File: src/sacc_pkg.sv
`default_nettype none

package sacc_pkg;

  // Link and datapath widths
  localparam int FLIT_W = 32;
  localparam int ELEM_W = 16;
  localparam int ACC_W  = 40;
  localparam int OP_W   = 3;
  localparam int ADDR_W = 8;

  // Opcode sits in the low bits of a header flit with the address right above
  localparam int OPC_LSB  = 0;
  localparam int ADDR_LSB = OPC_LSB + OP_W;

  // Zero is left unused so an all-zero flit is not a command
  typedef enum logic [OP_W-1:0] {
    OP_WRITE_A      = 3'd1,
    OP_WRITE_B      = 3'd2,
    OP_SET_LEN      = 3'd3,
    OP_START        = 3'd4,
    OP_READ_RESULT  = 3'd5,
    OP_READ_STATUS  = 3'd6,
    OP_RESP         = 3'd7
  } opcode_e;

  typedef enum logic [1:0] {
    ST_IDLE = 2'd0,
    ST_RUN  = 2'd1,
    ST_DONE = 2'd2
  } ctrl_state_e;

endpackage

`default_nettype wire

File: src/sacc_packet_rx.sv
`timescale 1ns/1ns
`default_nettype none

module sacc_packet_rx #(
  parameter int VEC_DEPTH = 8
) (
  input  wire logic                         clk_i,
  input  wire logic                         arst_n_i,
  input  wire logic [sacc_pkg::FLIT_W-1:0]  flit_i,
  input  wire logic                         flit_v_i,
  output logic                              cmd_v_o,
  output sacc_pkg::opcode_e                 cmd_op_o,
  output logic [sacc_pkg::ADDR_W-1:0]       cmd_addr_o,
  output logic [sacc_pkg::ELEM_W-1:0]       cmd_data_o
);

  localparam int AW = sacc_pkg::ADDR_W;
  // Depth is a power of two, so the mask keeps only the index bits
  localparam logic [AW-1:0] ADDR_MASK = AW'(VEC_DEPTH - 1);

  sacc_pkg::opcode_e flit_op;
  logic [AW-1:0]     flit_addr;
  logic              has_data;

  logic              pending_q;
  sacc_pkg::opcode_e hdr_op_q;
  logic [AW-1:0]     hdr_addr_q;

  assign flit_op   = sacc_pkg::opcode_e'(flit_i[sacc_pkg::OPC_LSB +: sacc_pkg::OP_W]);
  assign flit_addr = flit_i[sacc_pkg::ADDR_LSB +: AW] & ADDR_MASK;

  // Only element writes and SET_LEN carry a data flit
  assign has_data = (flit_op == sacc_pkg::OP_WRITE_A) ||
                    (flit_op == sacc_pkg::OP_WRITE_B) ||
                    (flit_op == sacc_pkg::OP_SET_LEN);

  always_ff @(posedge clk_i or negedge arst_n_i) begin
    if (!arst_n_i) begin
      pending_q <= 1'b0;
      cmd_v_o   <= 1'b0;
    end else begin
      cmd_v_o <= 1'b0;
      if (flit_v_i) begin
        if (pending_q) begin
          pending_q <= 1'b0;
          cmd_v_o   <= 1'b1;
        end else if (has_data) begin
          pending_q <= 1'b1;
        end else begin
          cmd_v_o <= 1'b1;
        end
      end
    end
  end

  // Header latch and command payload
  always_ff @(posedge clk_i) begin
    if (flit_v_i) begin
      if (pending_q) begin
        cmd_op_o   <= hdr_op_q;
        cmd_addr_o <= hdr_addr_q;
        cmd_data_o <= flit_i[sacc_pkg::ELEM_W-1:0];
      end else if (has_data) begin
        hdr_op_q   <= flit_op;
        hdr_addr_q <= flit_addr;
      end else begin
        cmd_op_o   <= flit_op;
        cmd_addr_o <= flit_addr;
        cmd_data_o <= '0;
      end
    end
  end

endmodule

`default_nettype wire

File: src/sacc_ctrl_fsm.sv
`timescale 1ns/1ns
`default_nettype none

module sacc_ctrl_fsm #(
  parameter int VEC_DEPTH = 8
) (
  input  wire logic                         clk_i,
  input  wire logic                         arst_n_i,
  input  wire logic                         cmd_v_i,
  input  sacc_pkg::opcode_e                 cmd_op_i,
  input  wire logic [$clog2(VEC_DEPTH+1)-1:0] run_len_i,
  input  wire logic                         last_elem_i,
  output sacc_pkg::ctrl_state_e             state_o,
  output logic                              cnt_clr_o,
  output logic                              cnt_en_o,
  output logic                              clear_acc_o,
  output logic                              acc_en_o,
  output logic                              done_set_o
);

  sacc_pkg::ctrl_state_e state_q;
  sacc_pkg::ctrl_state_e state_d;
  logic                  start_ok;
  logic                  running;

  // A START while running is dropped
  assign start_ok = cmd_v_i && (cmd_op_i == sacc_pkg::OP_START) &&
                    (state_q != sacc_pkg::ST_RUN);
  assign running  = (state_q == sacc_pkg::ST_RUN);

  always_comb begin
    state_d = state_q;
    case (state_q)
      sacc_pkg::ST_IDLE,
      sacc_pkg::ST_DONE: begin
        if (start_ok) begin
          // Zero length has nothing to run
          state_d = (run_len_i == '0) ? sacc_pkg::ST_DONE : sacc_pkg::ST_RUN;
        end
      end
      sacc_pkg::ST_RUN: begin
        if (last_elem_i) begin
          state_d = sacc_pkg::ST_DONE;
        end
      end
      default: state_d = sacc_pkg::ST_IDLE;
    endcase
  end

  always_ff @(posedge clk_i or negedge arst_n_i) begin
    if (!arst_n_i) begin
      state_q <= sacc_pkg::ST_IDLE;
    end else begin
      state_q <= state_d;
    end
  end

  assign state_o     = state_q;
  assign cnt_clr_o   = start_ok;
  assign clear_acc_o = start_ok;
  assign cnt_en_o    = running;
  assign acc_en_o    = running;
  assign done_set_o  = running && last_elem_i;

endmodule

`default_nettype wire

File: src/sacc_elem_counter.sv
`timescale 1ns/1ns
`default_nettype none

module sacc_elem_counter #(
  parameter int VEC_DEPTH = 8
) (
  input  wire logic                           clk_i,
  input  wire logic                           arst_n_i,
  input  wire logic                           cnt_clr_i,
  input  wire logic                           cnt_en_i,
  input  wire logic [$clog2(VEC_DEPTH+1)-1:0] run_len_i,
  output logic [$clog2(VEC_DEPTH)-1:0]        elem_idx_o,
  output logic                                last_elem_o
);

  localparam int LEN_W = $clog2(VEC_DEPTH + 1);
  localparam int IDX_W = $clog2(VEC_DEPTH);

  logic [IDX_W-1:0] idx_q;

  always_ff @(posedge clk_i or negedge arst_n_i) begin
    if (!arst_n_i) begin
      idx_q <= '0;
    end else if (cnt_clr_i) begin
      idx_q <= '0;
    end else if (cnt_en_i) begin
      idx_q <= idx_q + IDX_W'(1);
    end
  end

  assign elem_idx_o  = idx_q;
  // Terminal count on the last element of the run
  assign last_elem_o = (LEN_W'(idx_q) == (run_len_i - LEN_W'(1)));

endmodule

`default_nettype wire

File: src/sacc_vdp_datapath.sv
`timescale 1ns/1ns
`default_nettype none

module sacc_vdp_datapath #(
  parameter int VEC_DEPTH = 8
) (
  input  wire logic                           clk_i,
  input  wire logic                           arst_n_i,
  input  wire logic                           cmd_v_i,
  input  sacc_pkg::opcode_e                   cmd_op_i,
  input  wire logic [sacc_pkg::ADDR_W-1:0]    cmd_addr_i,
  input  wire logic [sacc_pkg::ELEM_W-1:0]    cmd_data_i,
  input  sacc_pkg::ctrl_state_e               state_i,
  input  wire logic                           clear_acc_i,
  input  wire logic                           acc_en_i,
  input  wire logic                           done_set_i,
  input  wire logic [$clog2(VEC_DEPTH)-1:0]   elem_idx_i,
  output logic [$clog2(VEC_DEPTH+1)-1:0]      run_len_o,
  output logic                                rd_v_o,
  output logic [sacc_pkg::FLIT_W-1:0]         rd_data_o
);

  localparam int LEN_W = $clog2(VEC_DEPTH + 1);
  localparam int IDX_W = $clog2(VEC_DEPTH);
  localparam int EW    = sacc_pkg::ELEM_W;
  localparam int AW    = sacc_pkg::ACC_W;
  localparam int FW    = sacc_pkg::FLIT_W;

  logic [EW-1:0]    vec_a_q [VEC_DEPTH];
  logic [EW-1:0]    vec_b_q [VEC_DEPTH];
  logic [LEN_W-1:0] len_q;
  logic [AW-1:0]    acc_q;
  logic [AW-1:0]    result_q;

  logic             wr_ok;
  logic [IDX_W-1:0] wr_idx;
  logic [LEN_W-1:0] new_len;
  logic [2*EW-1:0]  prod;
  logic [AW-1:0]    mac_sum;
  logic [FW-1:0]    status_word;

  // Operands and length are frozen for the whole run
  assign wr_ok  = cmd_v_i && (state_i != sacc_pkg::ST_RUN);
  assign wr_idx = cmd_addr_i[IDX_W-1:0];

  // Lengths past the vector depth saturate
  assign new_len = (cmd_data_i > EW'(VEC_DEPTH)) ? LEN_W'(VEC_DEPTH) : LEN_W'(cmd_data_i);

  assign prod    = vec_a_q[elem_idx_i] * vec_b_q[elem_idx_i];
  assign mac_sum = acc_q + AW'(prod);

  assign status_word = {{(FW - LEN_W - 2){1'b0}}, len_q,
                        (state_i == sacc_pkg::ST_DONE), (state_i == sacc_pkg::ST_RUN)};

  always_ff @(posedge clk_i or negedge arst_n_i) begin
    if (!arst_n_i) begin
      for (int i = 0; i < VEC_DEPTH; i++) begin
        vec_a_q[i] <= '0;
        vec_b_q[i] <= '0;
      end
      len_q <= '0;
    end else if (wr_ok) begin
      case (cmd_op_i)
        sacc_pkg::OP_WRITE_A: vec_a_q[wr_idx] <= cmd_data_i;
        sacc_pkg::OP_WRITE_B: vec_b_q[wr_idx] <= cmd_data_i;
        sacc_pkg::OP_SET_LEN: len_q <= new_len;
        default: ;
      endcase
    end
  end

  // Result takes the final sum including the last product
  always_ff @(posedge clk_i or negedge arst_n_i) begin
    if (!arst_n_i) begin
      acc_q    <= '0;
      result_q <= '0;
    end else if (clear_acc_i) begin
      acc_q    <= '0;
      result_q <= '0;
    end else begin
      if (acc_en_i) begin
        acc_q <= mac_sum;
      end
      if (done_set_i) begin
        result_q <= mac_sum;
      end
    end
  end

  always_ff @(posedge clk_i or negedge arst_n_i) begin
    if (!arst_n_i) begin
      rd_v_o <= 1'b0;
    end else begin
      rd_v_o <= cmd_v_i && ((cmd_op_i == sacc_pkg::OP_READ_RESULT) ||
                            (cmd_op_i == sacc_pkg::OP_READ_STATUS));
    end
  end

  always_ff @(posedge clk_i) begin
    if (cmd_v_i) begin
      rd_data_o <= (cmd_op_i == sacc_pkg::OP_READ_RESULT) ? result_q[FW-1:0] : status_word;
    end
  end

  assign run_len_o = len_q;

endmodule

`default_nettype wire

File: src/sacc_resp_tx.sv
`timescale 1ns/1ns
`default_nettype none

module sacc_resp_tx (
  input  wire logic                         clk_i,
  input  wire logic                         arst_n_i,
  input  wire logic                         rd_v_i,
  input  wire logic [sacc_pkg::FLIT_W-1:0]  rd_data_i,
  output logic [sacc_pkg::FLIT_W-1:0]       resp_flit_o,
  output logic                              resp_v_o
);

  logic                        beat2_q;
  logic [sacc_pkg::FLIT_W-1:0] data_q;
  logic [sacc_pkg::FLIT_W-1:0] hdr_flit;

  // Response header has OP_RESP and a zero address
  always_comb begin
    hdr_flit = '0;
    hdr_flit[sacc_pkg::OPC_LSB +: sacc_pkg::OP_W] = sacc_pkg::OP_RESP;
  end

  always_ff @(posedge clk_i or negedge arst_n_i) begin
    if (!arst_n_i) begin
      beat2_q <= 1'b0;
    end else begin
      beat2_q <= rd_v_i;
    end
  end

  // Held for the data beat
  always_ff @(posedge clk_i) begin
    if (rd_v_i) begin
      data_q <= rd_data_i;
    end
  end

  // rd_v_i comes straight from a register so the header leaves in the same cycle
  assign resp_v_o    = rd_v_i || beat2_q;
  assign resp_flit_o = rd_v_i ? hdr_flit : data_q;

endmodule

`default_nettype wire

File: src/sacc_tile.sv
`timescale 1ns/1ns
`default_nettype none

module sacc_tile #(
  parameter int VEC_DEPTH = 8
) (
  input  wire logic                         clk_i,
  input  wire logic                         arst_n_i,
  input  wire logic [sacc_pkg::FLIT_W-1:0]  flit_i,
  input  wire logic                         flit_v_i,
  output logic [sacc_pkg::FLIT_W-1:0]       resp_flit_o,
  output logic                              resp_v_o
);

  localparam int LEN_W = $clog2(VEC_DEPTH + 1);
  localparam int IDX_W = $clog2(VEC_DEPTH);

  logic                        cmd_v;
  sacc_pkg::opcode_e           cmd_op;
  logic [sacc_pkg::ADDR_W-1:0] cmd_addr;
  logic [sacc_pkg::ELEM_W-1:0] cmd_data;

  sacc_pkg::ctrl_state_e       state;
  logic                        cnt_clr;
  logic                        cnt_en;
  logic                        clear_acc;
  logic                        acc_en;
  logic                        done_set;

  logic [IDX_W-1:0]            elem_idx;
  logic                        last_elem;
  logic [LEN_W-1:0]            run_len;

  logic                        rd_v;
  logic [sacc_pkg::FLIT_W-1:0] rd_data;

  sacc_packet_rx #(.VEC_DEPTH(VEC_DEPTH)) sacc_packet_rx_i (
    .clk_i      (clk_i),
    .arst_n_i   (arst_n_i),
    .flit_i     (flit_i),
    .flit_v_i   (flit_v_i),
    .cmd_v_o    (cmd_v),
    .cmd_op_o   (cmd_op),
    .cmd_addr_o (cmd_addr),
    .cmd_data_o (cmd_data)
  );

  sacc_ctrl_fsm #(.VEC_DEPTH(VEC_DEPTH)) sacc_ctrl_fsm_i (
    .clk_i       (clk_i),
    .arst_n_i    (arst_n_i),
    .cmd_v_i     (cmd_v),
    .cmd_op_i    (cmd_op),
    .run_len_i   (run_len),
    .last_elem_i (last_elem),
    .state_o     (state),
    .cnt_clr_o   (cnt_clr),
    .cnt_en_o    (cnt_en),
    .clear_acc_o (clear_acc),
    .acc_en_o    (acc_en),
    .done_set_o  (done_set)
  );

  sacc_elem_counter #(.VEC_DEPTH(VEC_DEPTH)) sacc_elem_counter_i (
    .clk_i       (clk_i),
    .arst_n_i    (arst_n_i),
    .cnt_clr_i   (cnt_clr),
    .cnt_en_i    (cnt_en),
    .run_len_i   (run_len),
    .elem_idx_o  (elem_idx),
    .last_elem_o (last_elem)
  );

  sacc_vdp_datapath #(.VEC_DEPTH(VEC_DEPTH)) sacc_vdp_datapath_i (
    .clk_i       (clk_i),
    .arst_n_i    (arst_n_i),
    .cmd_v_i     (cmd_v),
    .cmd_op_i    (cmd_op),
    .cmd_addr_i  (cmd_addr),
    .cmd_data_i  (cmd_data),
    .state_i     (state),
    .clear_acc_i (clear_acc),
    .acc_en_i    (acc_en),
    .done_set_i  (done_set),
    .elem_idx_i  (elem_idx),
    .run_len_o   (run_len),
    .rd_v_o      (rd_v),
    .rd_data_o   (rd_data)
  );

  sacc_resp_tx sacc_resp_tx_i (
    .clk_i       (clk_i),
    .arst_n_i    (arst_n_i),
    .rd_v_i      (rd_v),
    .rd_data_i   (rd_data),
    .resp_flit_o (resp_flit_o),
    .resp_v_o    (resp_v_o)
  );

endmodule

`default_nettype wire

File: config.mk
export PLATFORM = sky130hd
export DESIGN_NAME = sacc_tile
export DESIGN_NICKNAME = d
export VERILOG_FILES = /design/src/sacc_pkg.sv /design/src/sacc_packet_rx.sv /design/src/sacc_ctrl_fsm.sv /design/src/sacc_elem_counter.sv /design/src/sacc_vdp_datapath.sv /design/src/sacc_resp_tx.sv /design/src/sacc_tile.sv
export SDC_FILE = /design/constraint.sdc
export NUM_CORES = 1
export LEC_CHECK = 0
export BUFFER_PORTS_ARGS = -buffer_cell sky130_fd_sc_hd__clkbuf_2
export CAP_MARGIN = 20
export CORE_AREA = 2 2 181 316
export DETAILED_ROUTE_END_ITERATION = 10
export DIE_AREA = 0 0 183 318
export GPL_TIMING_DRIVEN = 0
export MAX_ROUTING_LAYER = met4
export PLACE_DENSITY_LB_ADDON = 0.08
export SKIP_LAST_GASP = 1
export SLEW_MARGIN = 20
export SYNTH_ARGS = -nofsm -noshare
export SYNTH_HDL_FRONTEND = slang
export SYNTH_SLANG_ARGS = --single-unit
File: constraint.sdc
create_clock -name clk_i -period 7.01 [get_ports clk_i]
set_input_delay 2.103 -clock clk_i [delete_from_list [all_inputs] [get_ports clk_i]]
set_output_delay 2.103 -clock clk_i [all_outputs]
set_load 0.1 [all_outputs]
==> results of run 1 <==
registers in the layout (all words and copies together) (netlist names), 4 cells and up:
signal                         flops
sacc_vdp_datapath_i.vec_b_q      128
sacc_vdp_datapath_i.acc_q         32
sacc_packet_rx_i.cmd_data_o       16
sacc_vdp_datapath_i.run_len_o      4
sacc_vdp_datapath_i.rd_data_o     32
sacc_vdp_datapath_i.result_q      32
sacc_resp_tx_i.data_q             32
sacc_vdp_datapath_i.vec_a_q      128
timing repair:
action,4_1_cts,5_1_grt
setup buffers,52,50
gates resized for setup,236,88
gates cloned,6,2
setup endpoints to repair,48,30
pin swaps,29,62
area by class of cell:
class                           instances  area [µm²]  area share
Antenna cell                            1        2.50   0.0000770
Clock inverter                         19         278     0.00854
Buffer                                106         767      0.0236
Timing Repair Buffer                  160        1420      0.0437
Sequential cell                       425       11100       0.341
Tap cell                              702         878      0.0270
Clock buffer                           57        1190      0.0366
Inverter                              361        1380      0.0425
Multi-Input combinational cell       1449       15500       0.477
path summary, 6_finish.rpt:
check	start	endpoint	cells past startpoint	slack, ns
max	sacc_elem_counter_i.elem_idx_o[0]	sacc_vdp_datapath_i.acc_q[28]	25	-0.05
min	sacc_vdp_datapath_i.rd_data_o[17]	sacc_resp_tx_i.data_q[17]	0	0.42
max reg2reg	sacc_elem_counter_i.elem_idx_o[0]	sacc_vdp_datapath_i.acc_q[28]	25	-0.05
min reg2reg	sacc_vdp_datapath_i.rd_data_o[17]	sacc_resp_tx_i.data_q[17]	0	0.42
max in group asynchronous	arst_n_i	sacc_elem_counter_i.elem_idx_o[0]	3	4.02
min in group asynchronous	arst_n_i	sacc_vdp_datapath_i.vec_a_q[27]	1	1.54
synth_stat cells (12+ instances only):
master	count	share of area
nand2_1	227	0.031
a21oi_1	45	0.0082
nand3_1	33	0.0060
inv_1	361	0.049
mux2i_1	19	0.0069
nor2b_1	37	0.0084
dfrtp_1	333	0.30
fa_1	225	0.16
o21ai_0	47	0.0085
and3_1	28	0.0064
buf_2	24	0.0044
nand4_1	15	0.0034
edfxtp_1	92	0.10
clkbuf_1	77	0.010
a21o_1	12	0.0033
mux2_2	228	0.093
a22o_1	13	0.0041
and2_1	36	0.0082
xnor2_1	18	0.0057
ha_1	102	0.046
mux4_2	64	0.052
nor2_1	122	0.017
mux2_1	63	0.026
routing by layer:
| metal | GRT usage | vias to the layer above |
|---|---|---|
| li1 | - | 8156 |
| met1 | 0.282 | 9382 |
| met2 | 0.530 | 459 |
| met3 | 0.0282 | 267 |
| met4 | 0.170 | 0 |
| met5 | - | - |
logic make-up after synthesis:
kind of cell               after synthesis
xor gates and xnor gates                28
DFF                                    425
adders and majority gates              327
buffers and inverters                  475
AOI/OAI and AO/OA                      162
muxes                                  377
and+or+nand+nor                        552
cell usage in the layout, fill, tap and decap left out, types with 17 or more instances in the layout:
| cell type | netlist | final |
|---|---|---|
| mux2_2 | 228 | 214 |
| nand2_1 | 227 | 223 |
| mux2i_4 | 0 | 19 |
| edfxtp_1 | 92 | 92 |
| clkbuf_2 | 0 | 51 |
| nor2b_1 | 37 | 36 |
| mux2_1 | 63 | 63 |
| clkbuf_1 | 77 | 57 |
| a21oi_1 | 45 | 31 |
| and2_1 | 36 | 33 |
| mux4_2 | 64 | 64 |
| clkbuf_16 | 0 | 45 |
| ha_1 | 102 | 85 |
| buf_4 | 2 | 84 |
| and3_1 | 28 | 28 |
| buf_6 | 0 | 17 |
| nor2_1 | 122 | 119 |
| o21ai_0 | 47 | 36 |
| inv_1 | 361 | 349 |
| nand3_1 | 33 | 32 |
| dfrtp_1 | 333 | 329 |
| fa_1 | 225 | 219 |
through the flow:
stage | TNS (ns) | area [µm²] | setup WS, ns
floorplan | 0 | 27500 | 0.00650
global placement | -1164.85 | 28700 | -3.37
detailed placement | -63.30 | 28800 | -2.27
CTS | -0.0426 | 31700 | -0.0166
global route | -2.53 | 32500 | -0.206
finish | -0.181 | 32500 | -0.0529
power groups by stage:
stage	registers [mW]	clock network [mW]	logic [mW]
after floorplan	3.07	0	2.62
after global placement	3.13	0	3.76
after detailed placement	3.16	0	3.83
after CTS	3.11	2.45	4.55
after global routing	3.15	2.55	5.35
final	3.11	2.40	5.00
==> flow_summary.yaml, run 1 <==
layout:
  area_delta_synth_final_pct: 18.1
  fin_nets: 2906
  fillCellCount: 4707
  fin_cells: 3280
  drive_above_1_share: 0.272
  utilization: 0.582
placed_design:
  gp_congestion: 0.994
  dp_cells: 3102
  post-dp-hpwl_um: 60100
  numPortBuffers: 51
grt:
  grt_usage: 0.285
  grt_start_max_net_pins: 97
  grt_pass1_wl_um: 119000
  antenna_found_initial: 0
  gr-total-overflow: 0
  grt_pass1_vias: 20100
timing:
  relSlewSlack: 0.280
  rsz0062_at_grt: "true"
  min_period_ns: 7.06
  max_freq_mhz: 142
  skew_ns: 0.0306
  hold_slack_ns: 0.418
  finalSetupViolations: 5
  worst_pin_slew_ns: 1.08
  drv_slew: 0
  finalHoldViolCount: 0
  min_period_over_period: 1.01
  setup_ws_ns: -0.0529
cts:
  cts_made_buffers: 41
  clkTransAtPathRegs_ns: 0.07
  worstSkewPairLatency_ns: 0.59
  cts.sinks: 425
  h-tree-depth: 2
  cts_tree: "yes"
  cts_hold_buffers: 0
  root_buffer: "clkbuf_16"
  cts.path.max_buffers: 3
worst_setup_path:
  cp.buffers_inverters: 9
  crit_slowest_cell: "fa_1"
  max_stage_delay_ns: 0.55
  crit_type: "reg2reg"
  end_kind: "register"
  start_kind: "register"
  crit_family: "adder cells"
  critical_path_required_ns: 7.47
  crit_arrival_ns: 7.52
  path_max_fanout: 8
  crit_top_cell: "fa_1"
power_and_ir_drop:
  pwr-share-clk: 0.228
  design_power_total_mw: 10.5
  p_leak_nw: 15.2
  combPwrFrac: 0.475
  p_per_area_nw_per_um2: 323
  power.internal_mw: 6.39
  netSwitchingPower_mw: 4.12
  p_sw_frac: 0.392
  ir_drop_uv: 264
  seqPwrFrac: 0.296
synth:
  yosysSeqAreaShare: 0.403
  synth_top_family_by_area: "adder cells"
  synthArstFlopShare: 0.784
  synth_flop_cell: "dfrtp_1"
  muxShareOfSynthArea: 0.180
  synth_nets: 2708
  synthXorXnorAreaFrac: 0.00945
  synth-simple-area-share: 0.0937
  syn_avg_cell_area_um2: 11.7
  synth_warnings: 0
  synth_edf_count: 92
  synth-seq-cells: 425
  synth_cells: 2346
  synth_compound_area_frac: 0.0378
  synth_cell_types: 66
  synth_fa_ha_area_frac: 0.210
  syn_area_um2: 27500
detailed_routing:
  vias: 18300
  drt-wirelength-per-cell_um: 23.8
  drt_wl_total_um: 78100
  met3RoutedLength_um: 2220
  highest_layer: "met4"
  avgViaCountPerCell: 5.57
  met1Wirelength_um: 26700
  first_pass_iters: 5
  dr_wl_met2_um: 43300
  ant_nets: 0
  route.detailed.drc: 0
  drtIter0Drc: 1018
status:
  status: "finished with violations"
  violations: "setup timing"
floorplan:
  die_area_um2: 58200
  die_w_um: 183
  rows: 115
  die_y_um: 318
  ios: 68
  start_util: 0.493
  coreArea_um2: 55800
min_path:
  hp-class: "reg2reg"
job:
  cap_viol_max_count: 0
(Power assumes the default switching activity.)
==> inputs of run 2 (changes only) <==
--- a/config.mk
+++ b/config.mk
@@ -11,8 +11,8 @@
 export DETAILED_ROUTE_END_ITERATION = 10
 export DIE_AREA = 0 0 183 318
 export GPL_TIMING_DRIVEN = 0
-export MAX_ROUTING_LAYER = met4
 export PLACE_DENSITY_LB_ADDON = 0.08
+export REMOVE_ABC_BUFFERS = 1
 export SKIP_LAST_GASP = 1
 export SLEW_MARGIN = 20
 export SYNTH_ARGS = -nofsm -noshare
==> flow_summary.yaml, run 2 (synthesized netlist as in run 1, its figures left out) <==
timing:
  rsz0062_at_grt: "true"
  relSlewSlack: 0.227
  skew_ns: 0.0389
  worst_pin_slew_ns: 1.16
  min_period_ns: 7.07
  finalHoldViolCount: 0
  drv_slew: 0
  finalSetupViolations: 5
  setup_ws_ns: -0.0555
  max_freq_mhz: 142
  setup_tns_ns: -0.199
  min_period_over_period: 1.01
layout:
  area_delta_synth_final_pct: 17.3
  antennaDiodeCount: 0
  fin_cells: 3202
  layout_commonest_cell: "inv_1"
  reg_top3: "sacc_vdp_datapath_i.vec_a_q x128, sacc_vdp_datapath_i.vec_b_q x128"
  final_cell_mix: "345 x inv_1, 328 x dfrtp_1, 220 x nand2_1, 216 x fa_1, 214 x mux2_2"
  fin_nets: 2829
  stdcell_area_um2: 32300
  drive_above_1_share: 0.286
floorplan:
  die_area_um2: 58200
  die_y_um: 318
  rows: 115
  start_util: 0.493
  ios: 68
  coreArea_um2: 55800
  die_w_um: 183
cts:
  cts.path.max_buffers: 3
  worstSkewPairLatency_ns: 0.59
  root_buffer: "clkbuf_16"
  cts_made_buffers: 41
  cts_tree: "yes"
  h-tree-depth: 2
  clkTransAtPathRegs_ns: 0.07
  cts_hold_buffers: 0
  cts.sinks: 425
power_and_ir_drop:
  p_leak_nw: 15.2
  p_per_area_nw_per_um2: 320
  ir_drop_uv: 187
grt:
  grt_usage: 0.246
  grt_pass1_vias: 19400
  grt_pass1_wl_um: 109000
  grt_start_max_net_pins: 97
  gr-total-overflow: 0
  antenna_found_initial: 0
detailed_routing:
  first_pass_iters: 7
  drtIter0Drc: 1130
  drt_wl_total_um: 69900
  vias: 17900
  ant_nets: 0
  route.detailed.drc: 0
  avgViaCountPerCell: 5.58
  drt-wirelength-per-cell_um: 21.8
worst_setup_path:
  critical_path_required_ns: 7.50
  end_kind: "register"
  max_stage_delay_ns: 0.53
  path_max_fanout: 8
  crit_top_cell: "fa_1"
  crit_family: "adder cells"
  crit_arrival_ns: 7.56
  crit_type: "reg2reg"
  path_cells: "buf_16, buf_12, buf_16, mux4_2, mux2_4, buf_6, nand2_1, fa_1, fa_1, fa_1, inv_2, fa_1, fa_1, inv_1, fa_1, inv_2, ha_4, and2_4, nand3_2, a21oi_2, and3b_2, o31a_4, or4_4, nand3_2"
  r2r_slack_ns: -0.06
  cp.buffers_inverters: 7
  start_kind: "register"
  crit_slowest_cell: "fa_1"
job:
  cap_viol_max_count: 0
placed_design:
  place_area_um2: 28700
  gp_congestion: 0.893
  post-dp-hpwl_um: 49200
  numPortBuffers: 51
  dp_cells: 2999
status:
  violations: "setup timing"
  status: "finished with violations"
min_path:
  hp-class: "reg2reg"
-- run 2: cell count changes in the layout (fill, tap and decap cells not counted), sizes merged --
cell	change
clkbuf	-68
buf	-12
clkinvlp	-6
inv	+6
clkinv	+3
bufbuf	+1
diode	-1
mux2	-1
-- run 2: worst paths after layout --
check,cells after the start,endpoint,startpoint
worst max-delay path,24,sacc_vdp_datapath_i.result_q[26],sacc_elem_counter_i.elem_idx_o[0]
max in group asynchronous,4,sacc_vdp_datapath_i.rd_v_o,arst_n_i
worst max register to register,24,sacc_vdp_datapath_i.result_q[26],sacc_elem_counter_i.elem_idx_o[0]
min in group asynchronous,1,sacc_vdp_datapath_i.vec_a_q[59],arst_n_i
worst min register to register,0,sacc_resp_tx_i.data_q[29],sacc_vdp_datapath_i.rd_data_o[29]
worst min-delay path,0,sacc_resp_tx_i.data_q[29],sacc_vdp_datapath_i.rd_data_o[29]
-- run 2: layout make-up --
class	count	area, µm²
fillers	4616	23500
multi-input cells	1448	15700
flip-flops and latches	425	11100
repair buffers	190	1820
inverters	361	1370
clock buffers	54	1160
well taps	702	878
clock inverters	22	302
-- run 2: what timing repair did --
action,CTS,global route
resized for setup,130,80
endpoints found under the setup margin,46,27
setup buffers,82,38
pin swaps,37,56
gates cloned,6,0
-- run 2: per-stage QoR --
stage / hold slack (ns) / utilization / power (mW) / setup slack (ns)
after global placement: 0.401 / 0.505 / 6.62 / -5.02
after detailed placement: 0.405 / 0.513 / 6.78 / -1.54
final: 0.410 / 0.578 / 10.3 / -0.0555
after global routing: 0.415 / 0.578 / 10.9 / -0.205
after CTS: 0.411 / 0.566 / 9.99 / -0.0518
after floorplan: 0.400 / - / 5.62 / -2.11
-- run 2: where the power goes --
| group | switching [mW] | leakage [nW] | internal, mW |
|---|---|---|---|
| combinational | 2.61 | 9.06 | 2.13 |
| clock | 1.03 | 0.707 | 1.37 |
| sequential | 0.282 | 5.40 | 2.90 |
-- run 2: layer usage --
layer / vias up / global-route usage / wire (µm)
met5: - / 0 / 0
met1: 9341 / 0.278 / 26600
met4: 0 / 0.108 / 3340
met3: 164 / 0.0221 / 1830
met2: 378 / 0.466 / 38100
li1: 7975 / - / -
